===== src/comm_link_pkg.sv =====
package comm_link_pkg;

   // **********************************************************************
   // link geometry
   // **********************************************************************

   // bits carried by one lane per cycle
   localparam int CHANNEL_WIDTH = 8;
   localparam int LINK_CHANNELS = 4;
   // one core word is spread over every lane
   localparam int CORE_WIDTH = CHANNEL_WIDTH * LINK_CHANNELS;

   // receive fifo per lane, 8 slots
   localparam int LG_FIFO_DEPTH = 3;
   // far end can take a full fifo right after prepare
   localparam int START_CREDITS = 1 << LG_FIFO_DEPTH;
   // one token pulse stands for 2 freed slots
   localparam int LG_CREDIT_TO_TOKEN = 1;
   // counter has to hold START_CREDITS itself
   localparam int CREDIT_WIDTH = $clog2(START_CREDITS + 1);

   // **********************************************************************
   // calibration
   // **********************************************************************

   localparam int WAIT_AFTER_RESET_CYCLES = 16;
   localparam int PREPARE_CYCLES = 20;
   // test words sent by every lane per attempt
   localparam int CALIB_WORDS = 16;
   localparam int CALIB_TIMEOUT_CYCLES = 200;
   // wide enough for the longest phase
   localparam int CTRL_CNT_WIDTH = $clog2(CALIB_TIMEOUT_CYCLES);

   // test word layout, marker on top and sequence below
   localparam int TAG_WIDTH = 3;
   localparam int SEQ_WIDTH = CHANNEL_WIDTH - TAG_WIDTH;
   localparam logic [TAG_WIDTH-1:0] CALIB_TAG = 3'b101;

   // one lane slice, raw data or test word
   typedef union packed
   {
      logic [CHANNEL_WIDTH-1:0] data;
      struct packed
      {
         logic [TAG_WIDTH-1:0] tag;
         logic [SEQ_WIDTH-1:0] seq;
      } calib;
   } link_word_u;

   // link phase, also the lane mode
   typedef enum logic [1:0]
   {
      WAIT,
      PREPARE,
      TEST,
      DONE
   } calib_state_e;

endpackage

===== src/comm_link.sv =====
module comm_link
(
     input  logic                                     io_master_clk_i
   , input  logic                                     rst_n_i
   // core in, four-phase
   , input  logic                                     core_req_i
   , input  logic [comm_link_pkg::CORE_WIDTH-1:0]     core_data_i
   , output logic                                     core_ack_o
   // core out, four-phase
   , output logic                                     core_req_o
   , output logic [comm_link_pkg::CORE_WIDTH-1:0]     core_data_o
   , input  logic                                     core_ack_i
   // outgoing link
   , output logic [comm_link_pkg::LINK_CHANNELS-1:0]  link_valid_o
   , output logic [comm_link_pkg::CORE_WIDTH-1:0]     link_data_o
   , input  logic [comm_link_pkg::LINK_CHANNELS-1:0]  link_token_i
   // incoming link
   , input  logic [comm_link_pkg::LINK_CHANNELS-1:0]  link_valid_i
   , input  logic [comm_link_pkg::CORE_WIDTH-1:0]     link_data_i
   , output logic [comm_link_pkg::LINK_CHANNELS-1:0]  link_token_o
   // calibration status
   , output logic                                     link_prepare_o
   , output logic                                     calib_done_o
);
   import comm_link_pkg::*;

   // assembler-out to lanes
   logic [LINK_CHANNELS-1:0]        slice_valid;
   logic [LINK_CHANNELS-1:0]        slice_ready;
   link_word_u [LINK_CHANNELS-1:0]  slice_data;

   // lanes to assembler-in
   logic [LINK_CHANNELS-1:0]        rx_valid;
   logic [LINK_CHANNELS-1:0]        rx_pop;
   link_word_u [LINK_CHANNELS-1:0]  rx_data;

   // calibration
   logic [LINK_CHANNELS-1:0]        lane_pass;
   calib_state_e                    calib_phase;

   link_assembler_out u_asm_out
   (
        .io_master_clk_i (io_master_clk_i)
      , .rst_n_i         (rst_n_i)
      , .core_req_i      (core_req_i)
      , .core_data_i     (core_data_i)
      , .core_ack_o      (core_ack_o)
      , .slice_ready_i   (slice_ready)
      , .slice_valid_o   (slice_valid)
      , .slice_data_o    (slice_data)
   );

   // **********************************************************************
   // one lane per link channel
   // **********************************************************************

   for (genvar i = 0; i < LINK_CHANNELS; i++)
   begin : g_lane
      link_lane u_lane
      (
           .io_master_clk_i (io_master_clk_i)
         , .rst_n_i         (rst_n_i)
         , .calib_phase_i   (calib_phase)
         , .slice_valid_i   (slice_valid[i])
         , .slice_data_i    (slice_data[i])
         , .slice_ready_o   (slice_ready[i])
         , .link_valid_o    (link_valid_o[i])
         , .link_data_o     (link_data_o[i*CHANNEL_WIDTH +: CHANNEL_WIDTH])
         , .link_token_i    (link_token_i[i])
         , .link_valid_i    (link_valid_i[i])
         , .link_data_i     (link_data_i[i*CHANNEL_WIDTH +: CHANNEL_WIDTH])
         , .link_token_o    (link_token_o[i])
         , .rx_pop_i        (rx_pop[i])
         , .rx_valid_o      (rx_valid[i])
         , .rx_data_o       (rx_data[i])
         , .lane_pass_o     (lane_pass[i])
      );
   end

   link_assembler_in u_asm_in
   (
        .io_master_clk_i (io_master_clk_i)
      , .rst_n_i         (rst_n_i)
      , .rx_valid_i      (rx_valid)
      , .rx_data_i       (rx_data)
      , .rx_pop_o        (rx_pop)
      , .core_req_o      (core_req_o)
      , .core_data_o     (core_data_o)
      , .core_ack_i      (core_ack_i)
   );

   // phase output doubles as the lane mode
   link_calib_ctrl u_calib_ctrl
   (
        .io_master_clk_i (io_master_clk_i)
      , .rst_n_i         (rst_n_i)
      , .lane_pass_i     (lane_pass)
      , .calib_phase_o   (calib_phase)
      , .link_prepare_o  (link_prepare_o)
      , .calib_done_o    (calib_done_o)
   );

endmodule


===== src/link_calib_ctrl.sv =====
module link_calib_ctrl
(
     input  logic                                     io_master_clk_i
   , input  logic                                     rst_n_i
   // one pass flag per lane
   , input  logic [comm_link_pkg::LINK_CHANNELS-1:0]  lane_pass_i
   // shared lane mode
   , output comm_link_pkg::calib_state_e              calib_phase_o
   , output logic                                     link_prepare_o
   , output logic                                     calib_done_o
);
   import comm_link_pkg::*;

   logic [CTRL_CNT_WIDTH-1:0] cnt_r;

   assign link_prepare_o = (calib_phase_o == PREPARE);
   assign calib_done_o   = (calib_phase_o == DONE);

   // **********************************************************************
   // wait, prepare, test, then done or retry
   // **********************************************************************

   always_ff @(posedge io_master_clk_i or negedge rst_n_i)
   begin
      if (!rst_n_i)
      begin
         calib_phase_o <= WAIT;
         cnt_r         <= '0;
      end
      else
      begin
         cnt_r <= cnt_r + 1'b1;
         case (calib_phase_o)
            WAIT:
            begin
               // quiet period after reset
               if (cnt_r == CTRL_CNT_WIDTH'(WAIT_AFTER_RESET_CYCLES - 1))
               begin
                  calib_phase_o <= PREPARE;
                  cnt_r         <= '0;
               end
            end
            PREPARE:
            begin
               // lanes clear fifos, checkers and refill credits
               if (cnt_r == CTRL_CNT_WIDTH'(PREPARE_CYCLES - 1))
               begin
                  calib_phase_o <= TEST;
                  cnt_r         <= '0;
               end
            end
            TEST:
            begin
               if (&lane_pass_i)
               begin
                  calib_phase_o <= DONE;
               end
               else if (cnt_r == CTRL_CNT_WIDTH'(CALIB_TIMEOUT_CYCLES - 1))
               begin
                  // some lane never saw its sequence, go again
                  calib_phase_o <= PREPARE;
                  cnt_r         <= '0;
               end
            end
            default:
            begin
               // link open until reset
               cnt_r <= cnt_r;
            end
         endcase
      end
   end

endmodule


===== src/link_assembler_in.sv =====
module link_assembler_in
(
     input  logic                                     io_master_clk_i
   , input  logic                                     rst_n_i
   // from the lane fifos
   , input  logic [comm_link_pkg::LINK_CHANNELS-1:0]  rx_valid_i
   , input  comm_link_pkg::link_word_u [comm_link_pkg::LINK_CHANNELS-1:0] rx_data_i
   , output logic [comm_link_pkg::LINK_CHANNELS-1:0]  rx_pop_o
   // four-phase core port
   , output logic                                     core_req_o
   , output logic [comm_link_pkg::CORE_WIDTH-1:0]     core_data_o
   , input  logic                                     core_ack_i
);
   import comm_link_pkg::*;

   logic word_pop;

   // register is free once req and ack are both back low
   // every lane must have its slice
   assign word_pop = (&rx_valid_i) & ~core_req_o & ~core_ack_i;
   assign rx_pop_o = {LINK_CHANNELS{word_pop}};

   // payload register, loaded in lane order
   always_ff @(posedge io_master_clk_i)
   begin
      if (word_pop)
      begin
         for (int i = 0; i < LINK_CHANNELS; i++)
         begin
            core_data_o[i*CHANNEL_WIDTH +: CHANNEL_WIDTH] <= rx_data_i[i].data;
         end
      end
   end

   // **********************************************************************
   // output handshake
   // **********************************************************************

   // req rises after the pop, drops when ack is seen
   always_ff @(posedge io_master_clk_i or negedge rst_n_i)
   begin
      if (!rst_n_i)
      begin
         core_req_o <= 1'b0;
      end
      else if (word_pop)
      begin
         core_req_o <= 1'b1;
      end
      else if (core_ack_i)
      begin
         core_req_o <= 1'b0;
      end
   end

endmodule


===== src/link_lane.sv =====
module link_lane
(
     input  logic                        io_master_clk_i
   , input  logic                        rst_n_i
   // lane mode from the controller
   , input  comm_link_pkg::calib_state_e calib_phase_i
   // from the assembler-out
   , input  logic                        slice_valid_i
   , input  comm_link_pkg::link_word_u   slice_data_i
   , output logic                        slice_ready_o
   // outgoing link
   , output logic                        link_valid_o
   , output comm_link_pkg::link_word_u   link_data_o
   , input  logic                        link_token_i
   // incoming link
   , input  logic                        link_valid_i
   , input  comm_link_pkg::link_word_u   link_data_i
   , output logic                        link_token_o
   // toward the assembler-in
   , input  logic                        rx_pop_i
   , output logic                        rx_valid_o
   , output comm_link_pkg::link_word_u   rx_data_o
   // to the controller
   , output logic                        lane_pass_o
);
   import comm_link_pkg::*;

   logic [CREDIT_WIDTH-1:0]  credit_r;
   logic [CREDIT_WIDTH-1:0]  token_credits;
   logic                     slice_move;
   logic [SEQ_WIDTH-1:0]     tx_cnt_r;
   link_word_u               calib_word;

   link_word_u               fifo_mem [0:(1 << LG_FIFO_DEPTH)-1];
   logic [LG_FIFO_DEPTH:0]   wr_ptr_r;
   logic [LG_FIFO_DEPTH:0]   rd_ptr_r;
   logic                     fifo_wr;
   logic [LG_CREDIT_TO_TOKEN-1:0] pop_cnt_r;
   logic [SEQ_WIDTH-1:0]     chk_cnt_r;

   // **********************************************************************
   // transmit side
   // **********************************************************************

   // data only moves once the link is open and the far fifo has room
   assign slice_ready_o = (calib_phase_i == DONE) && (credit_r != '0);
   assign slice_move    = slice_valid_i & slice_ready_o;
   assign token_credits = link_token_i ? CREDIT_WIDTH'(1 << LG_CREDIT_TO_TOKEN) : '0;

   // prepare refills, a move spends one, a token pays back two
   always_ff @(posedge io_master_clk_i or negedge rst_n_i)
   begin
      if (!rst_n_i)
      begin
         credit_r <= '0;
      end
      else if (calib_phase_i == PREPARE)
      begin
         credit_r <= CREDIT_WIDTH'(START_CREDITS);
      end
      else
      begin
         credit_r <= credit_r + token_credits - CREDIT_WIDTH'(slice_move);
      end
   end

   // numbered test word, tag fixed
   always_comb
   begin
      calib_word.calib.tag = CALIB_TAG;
      calib_word.calib.seq = tx_cnt_r;
   end

   // test words go out back to back, one burst per attempt
   always_ff @(posedge io_master_clk_i or negedge rst_n_i)
   begin
      if (!rst_n_i)
      begin
         tx_cnt_r     <= '0;
         link_valid_o <= 1'b0;
      end
      else
      begin
         link_valid_o <= 1'b0;
         case (calib_phase_i)
            PREPARE:
            begin
               tx_cnt_r <= '0;
            end
            TEST:
            begin
               if (tx_cnt_r < SEQ_WIDTH'(CALIB_WORDS))
               begin
                  link_valid_o <= 1'b1;
                  tx_cnt_r     <= tx_cnt_r + 1'b1;
               end
            end
            DONE:
            begin
               link_valid_o <= slice_move;
            end
            default:
            begin
            end
         endcase
      end
   end

   // output data register, no credit is spent in test
   always_ff @(posedge io_master_clk_i)
   begin
      link_data_o <= (calib_phase_i == TEST) ? calib_word : slice_data_i;
   end

   // **********************************************************************
   // receive side
   // **********************************************************************

   // fifo is written in the arrival cycle
   assign fifo_wr    = link_valid_i && (calib_phase_i == DONE);
   assign rx_valid_o = (wr_ptr_r != rd_ptr_r);
   assign rx_data_o  = fifo_mem[rd_ptr_r[LG_FIFO_DEPTH-1:0]];

   always_ff @(posedge io_master_clk_i)
   begin
      if (fifo_wr)
      begin
         fifo_mem[wr_ptr_r[LG_FIFO_DEPTH-1:0]] <= link_data_i;
      end
   end

   // pointers and token return, one pulse per two pops
   always_ff @(posedge io_master_clk_i or negedge rst_n_i)
   begin
      if (!rst_n_i)
      begin
         wr_ptr_r     <= '0;
         rd_ptr_r     <= '0;
         pop_cnt_r    <= '0;
         link_token_o <= 1'b0;
      end
      else if (calib_phase_i == PREPARE)
      begin
         wr_ptr_r     <= '0;
         rd_ptr_r     <= '0;
         pop_cnt_r    <= '0;
         link_token_o <= 1'b0;
      end
      else
      begin
         if (fifo_wr)
         begin
            wr_ptr_r <= wr_ptr_r + 1'b1;
         end
         if (rx_pop_i)
         begin
            rd_ptr_r  <= rd_ptr_r + 1'b1;
            pop_cnt_r <= pop_cnt_r + 1'b1;
         end
         link_token_o <= rx_pop_i & (&pop_cnt_r);
      end
   end

   // checker counts in-order test words, any miss starts over
   always_ff @(posedge io_master_clk_i or negedge rst_n_i)
   begin
      if (!rst_n_i)
      begin
         chk_cnt_r   <= '0;
         lane_pass_o <= 1'b0;
      end
      else if (calib_phase_i == PREPARE)
      begin
         chk_cnt_r   <= '0;
         lane_pass_o <= 1'b0;
      end
      else if (link_valid_i && (calib_phase_i == TEST))
      begin
         if ((link_data_i.calib.tag == CALIB_TAG) && (link_data_i.calib.seq == chk_cnt_r))
         begin
            chk_cnt_r <= chk_cnt_r + 1'b1;
            // last word of the sequence
            if (chk_cnt_r == SEQ_WIDTH'(CALIB_WORDS - 1))
            begin
               lane_pass_o <= 1'b1;
            end
         end
         else
         begin
            chk_cnt_r <= '0;
         end
      end
   end

endmodule


===== src/link_assembler_out.sv =====
module link_assembler_out
(
     input  logic                                     io_master_clk_i
   , input  logic                                     rst_n_i
   // four-phase core port
   , input  logic                                     core_req_i
   , input  logic [comm_link_pkg::CORE_WIDTH-1:0]     core_data_i
   , output logic                                     core_ack_o
   // toward the lanes
   , input  logic [comm_link_pkg::LINK_CHANNELS-1:0]  slice_ready_i
   , output logic [comm_link_pkg::LINK_CHANNELS-1:0]  slice_valid_o
   , output comm_link_pkg::link_word_u [comm_link_pkg::LINK_CHANNELS-1:0] slice_data_o
);
   import comm_link_pkg::*;

   logic slice_move;

   // accept window is req high with ack still low
   // all lanes move together or none does
   assign slice_move    = core_req_i & ~core_ack_o & (&slice_ready_i);
   assign slice_valid_o = {LINK_CHANNELS{slice_move}};

   // lane i carries bits i*8 up to i*8+7
   always_comb
   begin
      for (int i = 0; i < LINK_CHANNELS; i++)
      begin
         slice_data_o[i].data = core_data_i[i*CHANNEL_WIDTH +: CHANNEL_WIDTH];
      end
   end

   // **********************************************************************
   // handshake state
   // **********************************************************************

   // ack low means waiting for a word
   // ack high means word taken, waiting for req to drop
   always_ff @(posedge io_master_clk_i or negedge rst_n_i)
   begin
      if (!rst_n_i)
      begin
         core_ack_o <= 1'b0;
      end
      else if (slice_move)
      begin
         // slices went out this cycle
         core_ack_o <= 1'b1;
      end
      else if (!core_req_i)
      begin
         // req seen low, close the cycle
         core_ack_o <= 1'b0;
      end
   end

endmodule


===== config.mk =====
export PLATFORM = sky130hd
export DESIGN_NAME = comm_link
export DESIGN_NICKNAME = d
export VERILOG_FILES = /design/src/comm_link_pkg.sv /design/src/comm_link.sv /design/src/link_calib_ctrl.sv /design/src/link_assembler_in.sv /design/src/link_lane.sv /design/src/link_assembler_out.sv
export SDC_FILE = /design/constraint.sdc
export NUM_CORES = 1
export LEC_CHECK = 0
export BUFFER_PORTS_ARGS = -buffer_cell sky130_fd_sc_hd__buf_2
export CAP_MARGIN = 20
export CORE_MARGIN = 2
export CORE_UTILIZATION = 56
export CTS_BUF_LIST = sky130_fd_sc_hd__clkbuf_8
export DETAILED_ROUTE_END_ITERATION = 10
export PLACE_DENSITY = 0.78
export SLEW_MARGIN = 20
export SYNTH_ARGS = -nofsm -noshare
export SYNTH_HDL_FRONTEND = slang
export SYNTH_SLANG_ARGS = --single-unit

===== constraint.sdc =====
create_clock -name io_master_clk_i -period 2.44 [get_ports io_master_clk_i]
set_input_delay 0.488 -clock io_master_clk_i [delete_from_list [all_inputs] [get_ports io_master_clk_i]]
set_output_delay 0.488 -clock io_master_clk_i [all_outputs]
set_load 0.005 [all_outputs]

# --- After elaboration in Yosys (flattened, before gate mapping) ---
# Memories as Yosys holds them, arrays and structs flattened. A register that Yosys moved wholly into a read port is not among the register bits.
# Index checks and enable logic that the tools add are counted.
totals:
  word_cells: 289
  ramBits: 256
  inputBits: 76
  mem_bits_ro: 0
  latch_bits: 0
  memories: 4
  ff_bits: 148
  output_inout_bits: 76
mem_list:
  columns: ["name", "depth", "width", "read_ports", "rd_ports_with_merged_regs", "write_ports", "line", "text"]
  rows:
  - ["g_lane[0].u_lane.fifo_mem", 8, 8, 1, 1, 1, "link_lane.sv:34", "link_word_u fifo_mem [0:(1 << LG_FIFO_DEPTH)-1];"]
  - ["g_lane[1].u_lane.fifo_mem", 8, 8, 1, 1, 1, "link_lane.sv:34", null]
  - ["g_lane[2].u_lane.fifo_mem", 8, 8, 1, 1, 1, "link_lane.sv:34", null]
  - ["g_lane[3].u_lane.fifo_mem", 8, 8, 1, 1, 1, "link_lane.sv:34", null]
op_classes:
  add_sub_neg: 29
  div: 0
  n_mux: 106
  n_eq_ne: 30
  n_shift: 0
  bitwise: 15
  n_lt_le_gt_ge: 4
  multipliers: 0
  reduce_logical: 53
ops:
  columns: ["op", "n"]
  rows:
  - ["two-way mux 5 bit", 20]
  - ["two-way mux 4 bit", 20]
  - ["two-way mux 1 bit", 44]
  - ["adder 5 x 1 -> 5 bit, second input constant", 8]
  - ["case mux 5 bit (2 select lines)", 4]
  - ["nonzero test 2 bit", 19]
  - ["adder 4 x 1 -> 4 bit, second input constant", 8]
  - ["two-way mux 8 bit", 4]
  - ["case mux 8 bit (3 select lines)", 1]
  - ["== test 5 x 4 -> 1 bit, second input constant", 4]
  - ["== test 5 bit", 4]
  - ["< comparator 5 bit, second input constant", 4]
  - ["adder 4 bit", 4]
  - ["logical AND 1 bit", 16]
  - ["two-way mux 2 bit", 8]
  - ["inequality test 4 bit", 4]
  - ["AND reduction 4 bit", 4]
  - ["nonzero test 4 bit", 4]
  - ["subtractor 4 x 1 -> 4 bit", 4]
  - ["inequality test 2 x 1 -> 1 bit, second input constant", 7]
  - ["AND 1 bit", 12]
  - ["== test 3 bit, second input constant", 4]
  - ["AND reduction 3 bit", 4]
  - ["adder 8 x 1 -> 8 bit, second input constant", 1]
  - ["other kinds (13)", 25]

# --- Logic depth before layout (Yosys ltp) ---
# Gate-level depths: netlist of run 1.
logic_depth:
  ltp_word: 7
  mapped_depth: 13
  depth_no_buf: 12

# --- Hierarchy ---
# From an unflattened synthesis of run 1, not the netlist that was laid out.
unflattened:
  hier_cells: 1306
  area_unflattened_um2: 19113.3
by_module_without_submodules:
  columns: ["mod", "area_per_inst_um2", "instances", "seq_area_each_um2", "cells_each"]
  rows:
  - ["link_lane at g_lane[0].u_lane ...", 4241.6, 2, 2732.6, 288]
  - ["link_lane at g_lane[1].u_lane", 4246.6, 1, 2732.6, 281]
  - ["link_lane at g_lane[3].u_lane", 4246.6, 1, 2732.6, 280]
  - ["link_assembler_in", 1036.0, 1, 985.9, 41]
  - ["link_calib_ctrl", 775.7, 1, 250.2, 87]
  - ["link_assembler_out", 325.3, 1, 25.0, 41]

# --- Worst setup path before layout of run 1 ---
# Ideal clock, no wire load.
synth_path:
  kind: "register to register"
  start: "register u_calib_ctrl.calib_phase_o[0]"
  end: "memory g_lane[3].u_lane.fifo_mem[0][0] (netlist name), enable pin"
  t_required_ns: 2.057
  t_arrival_ns: 2.134
  synth_period_minus_slack_ns: 2.518
  slack_ns: -0.078
  path_buffers: 2
  stages_incl_launch_ff: 7
  setup_time_ns: 0.383
  cell_sequence: "dfrtp_1 -> ha_1 -> clkbuf_1 -> clkbuf_1 -> nand2_1 -> or2_2 -> nor3_1"
synth_between:
  elab_chain_len: 4
synth_lines:
  columns: ["item", "line", "text"]
  rows:
  - ["from (decl)", "link_calib_ctrl.sv:8", ", output comm_link_pkg::calib_state_e calib_phase_o"]
  - ["from (signal assigned)", "link_calib_ctrl.sv:27", "calib_phase_o <= WAIT;"]
  - ["from (signal assigned)", "link_calib_ctrl.sv:39", "calib_phase_o <= PREPARE;"]
  - ["from (signal assigned)", "link_calib_ctrl.sv:48", "calib_phase_o <= TEST;"]
  - ["== test 2 bit", null, null]
  - ["named net calib_done_o", "comm_link.sv:23", ", output logic calib_done_o"]
  - ["logical AND 1 bit", "link_lane.sv:120", "assign fifo_wr = link_valid_i && (calib_phase_i == DONE);"]
  - ["two-way mux 1 bit", "link_lane.sv:126", "if (fifo_wr)"]
  - ["two-way mux 1 bit (not written as such)", "link_lane.sv:128", "fifo_mem[wr_ptr_r[LG_FIFO_DEPTH-1:0]] <= link_data_i;"]
  - ["to (decl)", "link_lane.sv:34", null]
# The timed path passes the listed nets, and every way through them passes these cells.

# --- Worst setup path in the final report of run 1 ---
layout_path:
  start: "register u_calib_ctrl.calib_phase_o[1]"
  end: "register g_lane[1].u_lane.chk_cnt_r[0]"
layout_between:
  elab_chain_len: 3
  elab_cells_between_ends: 5
  classes_between: "2 x eq/ne; 1 x mux; 2 x reduce/logical"
layout_lines:
  columns: ["item", "line", "text"]
  rows:
  - ["== test 2 bit", "link_lane.sv:177", "else if (link_valid_i && (calib_phase_i == TEST))"]
  - ["logical AND 1 bit", "link_lane.sv:177", null]
  - ["nonzero test 2 bit (no source line)", null, null]
  - ["to (signal assigned)", "link_lane.sv:181", "chk_cnt_r <= chk_cnt_r + 1'b1;"]
  - ["to (decl)", "link_lane.sv:39", "logic [SEQ_WIDTH-1:0] chk_cnt_r;"]
# Several ways; a longest one is shown, not always the timed one.
# A chain may end at the register's enable or synchronous reset.

==> results of run 1 <==
-- power by group through the flow --
stage	combinational [mW]	sequential (mW)	clock [mW]
final	0.774	8.05	6.25
after global routing	0.929	8.05	6.77
after detailed placement	0.781	8.20	0
after CTS	0.785	8.05	6.43
after floorplan	0.496	8.19	0
after global placement	0.719	8.19	0
-- worst max path at each step --
stage	to	cells after the start
3_5_place_dp	g_lane[2].u_lane.chk_cnt_r[0]	7
3_3_place_gp	g_lane[3].u_lane.credit_r[3]	12
2_1_floorplan	g_lane[3].u_lane.fifo_mem[2][0]	6
5_1_grt	g_lane[1].u_lane.chk_cnt_r[0]	8
6_report	g_lane[1].u_lane.chk_cnt_r[0]	8
4_1_cts	link_prepare_o	4
-- final cells by class --
| class | count | area [sq um] | area share |
|---|---|---|---|
| Inverter | 54 | 203 | 0.00959 |
| Sequential cell | 436 | 12200 | 0.577 |
| Tap cell | 402 | 503 | 0.0238 |
| Timing Repair Buffer | 219 | 1320 | 0.0623 |
| Multi-Input combinational cell | 618 | 5510 | 0.261 |
| Clock buffer | 75 | 1030 | 0.0489 |
| Clock inverter | 52 | 372 | 0.0176 |
-- cell usage after synthesis (all sizes together) (15+ instances only) --
master  count  area share
edfxtp    288        0.48
dfrtp     116        0.16
nor2       72       0.015
mux2       68       0.042
nand2      66       0.014
mux4       64       0.079
inv        54       0.011
ha         43       0.030
xnor2      42       0.020
o21ai      37       0.010
buf        32       0.011
dfxtp      32       0.035
nand3      32      0.0088
nor2b      32       0.011
xor2       30       0.014
clkbuf     28      0.0058
a21oi      16      0.0044
nor3       15      0.0048
-- state kept, by name, summed over array words and instances, names as in the netlist, 8 cells and up --
name	cells
g_lane.u_lane.fifo_mem	256
g_lane.u_lane.link_data_o	32
u_asm_in.core_data_o	32
g_lane.u_lane.chk_cnt_r	20
g_lane.u_lane.tx_cnt_r	20
g_lane.u_lane.credit_r	16
g_lane.u_lane.rd_ptr_r	16
g_lane.u_lane.wr_ptr_r	16
u_calib_ctrl.cnt_r	8
-- worst max-delay path, cell delays in order, from the launching register on --
cell and delay, ns:
dfrtp_1 0.40, inv_1 0.12, ha_4 0.21, buf_4 0.18
nor4bb_1 0.38, nand4_1 0.18, nor3_2 0.29, nand3_1 0.20
o21ai_0 0.21
-- timing repair --
item,4_1_cts,5_1_grt
buffers inserted,2,0
resized for setup,3,5
endpoints found under the setup margin,1,10
hold buffers,1,0
endpoints found under the hold margin,24,0
-- cell usage in the layout, fill, tap and decap left out, drive strengths merged, types with 9 or more instances in the layout --
master / Yosys / final
nand2: 66 / 66
edfxtp: 288 / 288
nand4: 9 / 9
a21oi: 16 / 16
mux4: 64 / 64
or2: 13 / 13
nand3: 32 / 32
mux2i: 10 / 10
buf: 32 / 218
xnor2: 42 / 42
ha: 43 / 43
dfxtp: 32 / 32
dfrtp: 116 / 116
clkinv: 0 / 22
xor2: 30 / 30
mux2: 68 / 68
nor3: 15 / 15
clkbuf: 28 / 75
nor2: 72 / 72
nor2b: 32 / 32
and3: 9 / 9
inv: 54 / 77
o21ai: 37 / 37
-- cell families after synthesis --
group | count (synthesis) | synth area share
multiplexers | 142 | 0.127
flip-flops | 436 | 0.671
XOR/XNOR | 72 | 0.0347
AO/OA/AOI/OAI | 78 | 0.0252
buffers and inverters | 114 | 0.0282
adder cells (fa/ha/maj) | 47 | 0.0340
AND/OR/NAND/NOR | 279 | 0.0796
-- metal layers --
layer  part of all wire  vias to the layer above  GRT usage
met5            0.00032                        -          0
met4              0.014                        2     0.0634
met3              0.067                       42     0.0502
met2               0.51                      315      0.359
met1               0.41                     5124      0.274
li1                   -                     4755          -
-- metrics by stage --
step / util / worst slack [ns] / power, mW / cells / instance area, sq um
floorplan: - / 0.141 / 8.68 / 1168 / 18200
global placement: 0.620 / 0.298 / 8.91 / 1726 / 19700
detailed placement: 0.620 / 0.207 / 8.98 / 1726 / 19700
CTS: 0.665 / 0.152 / 15.3 / 1856 / 21100
global route: 0.666 / 0.000819 / 15.8 / 1856 / 21100
finish: 0.666 / 0.167 / 15.1 / 1856 / 21100
==> impl_results.md, run 1 <==
- Switch share: 0.221
- Fin. max-slew vios: 0
- Die extent in y: 184 microns
- CTS root buffer: clkbuf_8
- Critical setup path kind: flop to flop
- Core area: 31700 sq um
- Final hold slack: 0.0803 ns
- Drt first pass iters: 5
- Max Fclk: 0.440 GHz
- Hold Path Depth: 2
- Register clock-pin slew on the reported worst setup and hold paths: 0.06 ns
- PwrDens: 713 nW/um^2
- Final net count: 1522
- Post-synth ARST share: 0.266
- HPWL after DPL: roughly 23 mm
- P_int: 11.7 mW
- Ys flop type: edfxtp_1
- Count of different cell masters after synthesis: 49
- Post-synthesis sequential area ratio: 0.671
- Layout area overhead: 16.3%
- Worst Hold End: g_lane[2].u_lane.link_data_o[7]
- Crit-path max FO: 6
- First-pass GRT wire length: approximately 56 mm
- Die X: 184 microns
- # Max-Cap Violations: 0
- End of the worst register-to-register path: g_lane[1].u_lane.chk_cnt_r[0]
- Sw power: 3.33 mW
- Worst min path class: input port to flop
- Post-DR vias/cell: 5.52
- Worst Setup SP: u_calib_ctrl.calib_phase_o[1]
- Critical path data required time: 2.93 ns
- Starting Density: 0.573
- Setup violators final: 0
- Hold Vio Cnt, Final: 0
- Cell row count: between 60 and 70
- DRT antenna net count: 0
- Die area: 33900 sq um
- Final clock skew: 0.0216 ns
- Worst slew margin: 0.543
- Yosys warnings: 0
- Synthesized cell area: 18200 sq um
- Layout cells sized above 1: 0.325
- Iteration-0 DRC Markers: between 600 and 700
- Final GP Congestion: 0.793
- Layout filler cell count: around 2100
- CTS max path bufs: 3
- Syn avg cell area: 15.6 sq um
- # H-tree levels: 3
- Final Cycle Share: 0.931
- # diodes: 0
- Status: finished clean
- Num ports: 152
- Crit end category: flop
- Largest net degree at the start of global routing: 61
- Origin of the critical flop-to-flop path: u_calib_ctrl.calib_phase_o[1]
- Clk_lat worst skew: around 0.59 ns
- Via count: 10200
- Peak supply drop: about 0.00045 V
- Post-synth EDFFs: ~290
- CP Launch Type: flop
- Worst R2R Path Depth: 8
- Tot GR Track Use: 0.212
- Arrival time at the worst endpoint: 2.76 ns
- CTS buffer count: 70
- Synth Register Bits: 436
- Leakage: 8.13 nW
- RSZ-0062 raised after global routing: false
- PortBufs: 151
- Least-Margin Pin Slew: about 0.68 ns
- Comb power frac: 0.051
- WL final: between 30 and 40 mm
- Number of global-route vias before repair: 10800
- Power share of the sequential group: 0.534
- Clk sinks: 436
- Net Count, Synth: 1291
- R2r setup slk: 0.17 ns
- Post-route DRC violation count: 0
- Initial antenna violation count: 1
- Mapped Cells: 1168
- Clock share of power: 0.415
- Gr ovfl total: 0
- Min-delay src: core_data_i[23]
- Tmin final: 2.27 ns
- CTS tree: built
- Routed WL per cell: 18.7 microns
- TNS Setup: 0 ns
Note: power is estimated with default switching activity, not from simulation.
==> run 2, diff against run 1 <==
--- a/config.mk
+++ b/config.mk
@@ -8,10 +8,10 @@
 export BUFFER_PORTS_ARGS = -buffer_cell sky130_fd_sc_hd__buf_2
 export CAP_MARGIN = 20
 export CORE_MARGIN = 2
-export CORE_UTILIZATION = 56
+export CORE_UTILIZATION = 50
 export CTS_BUF_LIST = sky130_fd_sc_hd__clkbuf_8
 export DETAILED_ROUTE_END_ITERATION = 10
-export PLACE_DENSITY = 0.78
+export PLACE_DENSITY = 0.69
 export SLEW_MARGIN = 20
 export SYNTH_ARGS = -nofsm -noshare
 export SYNTH_HDL_FRONTEND = slang
==> constraint.sdc (replaced) <==
create_clock -name io_master_clk_i -period 2.2 [get_ports io_master_clk_i]
set_input_delay 0.44 -clock io_master_clk_i [delete_from_list [all_inputs] [get_ports io_master_clk_i]]
set_output_delay 0.44 -clock io_master_clk_i [all_outputs]
set_load 0.005 [all_outputs]
==> impl_results.md, run 2 (synthesized netlist as in run 1, its figures left out) <==
- Status: finished clean
- Least-Margin Pin Slew: 0.761 ns (+0.0761 ns)
- Final WS setup: 0.0712 ns (-0.0963 ns)
- WL final: 34.8 mm (+0.53%)
- First-pass GRT wire length: 56.9 mm (+2.3%)
- Max Fclk: 0.470 GHz
- Final clock skew: 0.0167 ns (-0.00491 ns)
- Clk sinks: 436 (unchanged)
- CP Launch Type: flop
- Final net count: 1531 (+0.59%)
- DRT antenna net count: 0 (unchanged)
- Power share of the sequential group: 0.541 (+0.007)
- Setup violators final: 0 (unchanged)
- CTS root buffer: clkbuf_8
- CTS max path bufs: 3 (unchanged)
- Die X: 195 microns (+5.7%)
- Final GP Congestion: 0.751 (-5.3%)
- Register clock-pin slew on the reported worst setup and hold paths: 0.06 ns (about the same)
- # Max-Cap Violations: 0 (unchanged)
- R2r setup slk: 0.10 ns (-0.07 ns)
- Cell row count: 69 (+6.2%)
- Die extent in y: 195 microns (+5.7%)
- PwrDens: 774 nW/um^2 (+8.5%)
- CTS tree: built
- Highest-count cells in the layout ignoring fill and taps: edfxtp_1, buf_2, dfrtp_1
- Dpl ws: -0.119 ns (-0.326 ns)
- TNS Setup: 0 ns (unchanged)
- Routed WL per cell: 18.1 microns (-3.0%)
- Post-route DRC violation count: 0 (unchanged)
- Drt first pass iters: 5 (unchanged)
- Tot GR Track Use: 0.192 (-0.0199)
- Arrival time at the worst endpoint: 1.69 ns (-1.07 ns)
- Initial antenna violation count: 3 (+2)
- RSZ-0062 raised after global routing: true
- Peak supply drop: 0.000501 V (+12%)
- Crit-path max FO: 19 (+13)
- Final Cycle Share: 0.968
- Layout cells sized above 1: 0.333 (+0.00803)
- Post-DR vias/cell: 5.24 (-5.0%)
- Largest net degree at the start of global routing: 59 (-3.3%)
- Final Total Pwr: 16.5 mW (+9.6%)
- Commonest non-fill, non-tap cell in the layout: edfxtp_1
- Layout filler cell count: 2701 (+26%)
- Iteration-0 DRC Markers: 494 (-22%)
- Sw power: 3.62 mW (+8.8%)
- P_int: 12.9 mW (+9.8%)
- Switch share: 0.219 (-0.00165)
- Critical setup path kind: flop to output port
- Worst slew margin: 0.492 (-0.0508)
- Leakage: 8.16 nW (+0.30%)
- Crit end category: output port
- Gr ovfl total: 0 (unchanged)
- # H-tree levels: 3 (unchanged)
- Clock share of power: 0.405 (-0.010)
- Num ports: 152 (unchanged)
- Layout area overhead: 17.5%
- Largest register FFs: 256 (unchanged)
- Clk_lat worst skew: 0.59 ns (about the same)
- Core area: 35700 sq um (+12%)
- Hold Vio Cnt, Final: 0 (unchanged)
- CTS buffer count: 71 (+1.4%)
- HPWL after DPL: 22.4 mm (-0.59%)
- Fin. max-slew vios: 0 (unchanged)
- PortBufs: 151 (unchanged)
- Via count: 10100 (-1.5%)
- Tmin final: 2.13 ns
- Worst min path class: input port to flop
- Starting Density: 0.510 (-0.0633)
- Critical path data required time: 1.76 ns (-1.17 ns)
- Comb power frac: 0.054 (+0.003)
- Number of global-route vias before repair: 10700 (-0.32%)
- Die area: 37900 sq um (+12%)
==> run 2: layout make-up <==
cell class	instances	area, sq um	share of cell area
clock inverter	48	282	0.0132
timing repair buffer	227	1430	0.0668
inverter	54	203	0.00950
clock buffer	78	1070	0.0503
sequential	436	12200	0.571
multi-input combinational	618	5580	0.261
antenna	2	5.00	0.000235
tap	461	577	0.0270
==> run 2: path summary, 6_finish.rpt <==
path,from,endpoint,cells past startpoint
setup / recovery,u_calib_ctrl.calib_phase_o[1],link_prepare_o,4
hold / removal,core_data_i[14],g_lane[1].u_lane.link_data_o[6],2
setup reg to reg,g_lane[2].u_lane.credit_r[2],g_lane[3].u_lane.credit_r[2],11
hold reg to reg,g_lane[1].u_lane.lane_pass_o,g_lane[1].u_lane.lane_pass_o,1
max in group asynchronous,rst_n_i,g_lane[2].u_lane.rd_ptr_r[3],3
min in group asynchronous,rst_n_i,g_lane[2].u_lane.tx_cnt_r[2],2
==> run 2: power groups by stage <==
stage / Clock [mW] / Combinational, mW / Sequential, mW
5_1_grt: 7.27 / 1.07 / 8.94
6_report: 6.69 / 0.897 / 8.93
4_1_cts: 6.92 / 0.874 / 8.93
3_5_place_dp: 0 / 0.862 / 9.09
3_3_place_gp: 0 / 0.817 / 9.09
2_1_floorplan: 0 / 0.554 / 9.08
==> run 2: metrics by stage <==
stage                     hold WS, ns   util  instance area (sq um)  instances
after floorplan                 0.144      -                  18200       1168
after global placement          0.406  0.554                  19800       1784
after detailed placement        0.418  0.554                  19800       1784
after CTS                      0.0183  0.595                  21200       1920
after global routing           0.0414  0.598                  21300       1922
final                          0.0588  0.598                  21300       1924
==> run 2: per-layer routing <==
| layer | vias up | global-route usage | wire length [microns] |
|---|---|---|---|
| met1 | 5009 | 0.251 | 15000 |
| met3 | 39 | 0.0489 | 2130 |
| met2 | 243 | 0.319 | 17200 |
| li1 | 4787 | - | - |
| met5 | - | 0 | 18 |
| met4 | 4 | 0.0561 | 510 |
==> run 2: critical path: stages, from the launching register on <==
cell,delay (ns)
dfrtp_2,0.44
inv_2,0.11
ha_4,0.22
buf_12,0.17
buf_2,0.15
==> run 2: repair_timing <==
| item | CTS | global route |
|---|---|---|
| gates cloned | 0 | 0 |
| hold endpoints to repair | 37 | 0 |
| hold buffers | 9 | 0 |
| resized for setup | 5 | 22 |
| pin swaps | 0 | 14 |
| setup endpoints to repair | 16 | 45 |
| setup buffers | 1 | 2 |
==> run 3, diff against run 2 <==
==> constraint.sdc (replaced) <==
create_clock -name io_master_clk_i -period 2.2 [get_ports io_master_clk_i]
set_input_delay 0.11 -clock io_master_clk_i [delete_from_list [all_inputs] [get_ports io_master_clk_i]]
set_output_delay 0.11 -clock io_master_clk_i [all_outputs]
set_load 0.005 [all_outputs]
==> impl_results.md, run 3 (synthesized netlist as in run 1, its figures left out) <==
- Status: finished clean
- Layout cells sized above 1: 0.316 (-0.0168)
- Busiest grt layer: met2
- Final hold slack: 0.0788 ns (+0.0200 ns)
- First-pass GRT wire length: 57.8 mm (+1.5%)
- Final GP Congestion: 0.760 (+1.2%)
- Largest register FFs: 256 (unchanged)
- Die extent in y: 195 microns (unchanged)
- # Max-Cap Violations: 0 (unchanged)
- PortBufs: 151 (unchanged)
- Via count: 10400 (+2.9%)
- # H-tree levels: 3 (unchanged)
- Highest-count cells in the layout ignoring fill and taps: edfxtp_1, buf_2, dfrtp_1
- PwrDens: 763 nW/um^2 (-1.4%)
- Largest net degree at the start of global routing: 117 (+98%)
- Layout filler cell count: 2671 (-1.1%)
- Crit end category: output port
- Fin. max-slew vios: 0 (unchanged)
- Iteration-0 DRC Markers: 532 (+7.7%)
- GR Layer Usage met1: 0.251 (-0.000418)
- Setup violators final: 0 (unchanged)
- Leakage: 8.46 nW (+3.7%)
- CTS tree: built
- Final cell count without fillers: 1990 (+3.4%)
- CTS root buffer: clkbuf_8
- Clk sinks: 436 (unchanged)
- Arrival time at the worst endpoint: 1.98 ns (+0.29 ns)
- Final Total Pwr: 16.7 mW (+1.3%)
- Final net count: 1596 (+4.2%)
- Max Fclk: 0.480 GHz (+2.1%)
- Post-DR vias/cell: 5.21 (-0.50%)
- Critical path data required time: 2.09 ns (+0.33 ns)
- CP Launch Type: flop
- Met3 Track Usage GR: 0.0453 (-0.00364)
- Tmin final: 2.09 ns (-0.0435 ns)
- Post-route DRC violation count: 0 (unchanged)
- Die area: 37900 sq um (unchanged)
- Gr ovfl total: 0 (unchanged)
- Cell row count: 69 (unchanged)
- Dpl cell area: 19800 sq um (about the same)
- Final Cycle Share: 0.948 (-0.0198)
- Layout area overhead: 20.7%
- Post-Place Cells: 1788 (+0.22%)
- Number of global-route vias before repair: 11000 (+2.2%)
- WL final: 35.9 mm (+3.2%)
- Commonest non-fill, non-tap cell in the layout: edfxtp_1
- Worst slew margin: 0.509 (+0.0166)
- Clk_lat worst skew: 0.60 ns (about the same)
- Design area: 21900 sq um (+2.8%)
- Die X: 195 microns (unchanged)
- Register clock-pin slew on the reported worst setup and hold paths: 0.06 ns (about the same)
- Peak supply drop: 0.000456 V (-9.0%)
- Critical setup path kind: flop to output port
- Least-Margin Pin Slew: 0.736 ns (-0.0249 ns)
- Core area: 35700 sq um (unchanged)
- Final clock skew: 0.0213 ns (+0.00466 ns)
- RSZ-0062 raised after global routing: true
- Starting Density: 0.510 (unchanged)
- CTS max path bufs: 3 (unchanged)
- CTS buffer count: 71 (unchanged)
- Tot GR Track Use: 0.195 (+0.00346)
- Initial antenna violation count: 0 (-3)
- DRT antenna net count: 0 (unchanged)
- Met2 Track Usage GR: 0.331 (+0.0122)
- Hold Vio Cnt, Final: 0 (unchanged)
- HPWL after DPL: 22.3 mm (-0.30%)
- Drt first pass iters: 4 (-1)
- Crit-path max FO: 16 (-3)
- Worst min path class: input port to flop
- Num ports: 152 (unchanged)
- # diodes: 0 (-2)
- Routed WL per cell: 18.1 microns (-0.26%)
run 3: final timing paths:
kind,start,end,slack [ns],cells after the start
max,u_calib_ctrl.calib_phase_o[1],link_prepare_o,0.11,4
min,link_token_i[3],g_lane[3].u_lane.credit_r[2],0.08,5
max reg2reg,u_calib_ctrl.calib_phase_o[1],g_lane[0].u_lane.chk_cnt_r[3],0.14,7
min reg2reg,g_lane[1].u_lane.lane_pass_o,g_lane[1].u_lane.lane_pass_o,0.51,1
max in group asynchronous,rst_n_i,g_lane[3].u_lane.chk_cnt_r[0],1.57,3
min in group asynchronous,rst_n_i,g_lane[2].u_lane.tx_cnt_r[3],0.16,3
run 3: per-stage QoR:
| step | setup WS, ns | utilization | TNS (ns) |
|---|---|---|---|
| after floorplan | -0.0288 | - | -1.26 |
| after global placement | 0.0846 | 0.554 | 0 |
| after detailed placement | -0.00749 | 0.554 | -0.00749 |
| after CTS | 0.0668 | 0.614 | 0 |
| after global routing | -0.0321 | 0.615 | -0.0451 |
| final | 0.115 | 0.615 | 0 |
run 3: repair_timing:
item / in CTS / in global routing
hold endpoints to repair: 438 / 0
hold buffers: 71 / 0
gates cloned: 0 / 0
gates resized for setup: 1 / 8
setup endpoints to repair: 5 / 21
setup buffers: 0 / 2
pin swaps: 0 / 5
run 3: layout make-up:
cell class / count / area [sq um] / share of cell area
clock buffers: 83 / 1140 / 0.0521
inverters: 54 / 203 / 0.00924
multi-input cells: 618 / 5540 / 0.252
well taps: 461 / 577 / 0.0263
flip-flops and latches: 436 / 12200 / 0.556
clock inverters: 46 / 249 / 0.0114
repair buffers: 292 / 2030 / 0.0926
run 3: report_power, final:
group	internal [mW]	leakage, nW	switching [mW]
combinational	0.511	3.32	0.523
sequential	8.87	4.34	0.0554
clock	3.67	0.799	3.10
total	13.1	8.46	3.68
run 3: per-layer routing:
layer	vias to the layer above	share of wire
met5	-	0
met1	5138	0.43
li1	4913	-
met2	272	0.50
met4	0	0.017
met3	53	0.058
run 3: critical path: stages, from the launching register on:
cell and delay [ns]:
dfrtp_1 0.41, inv_1 0.16, ha_4 0.35, buf_4 0.28, buf_2 0.17
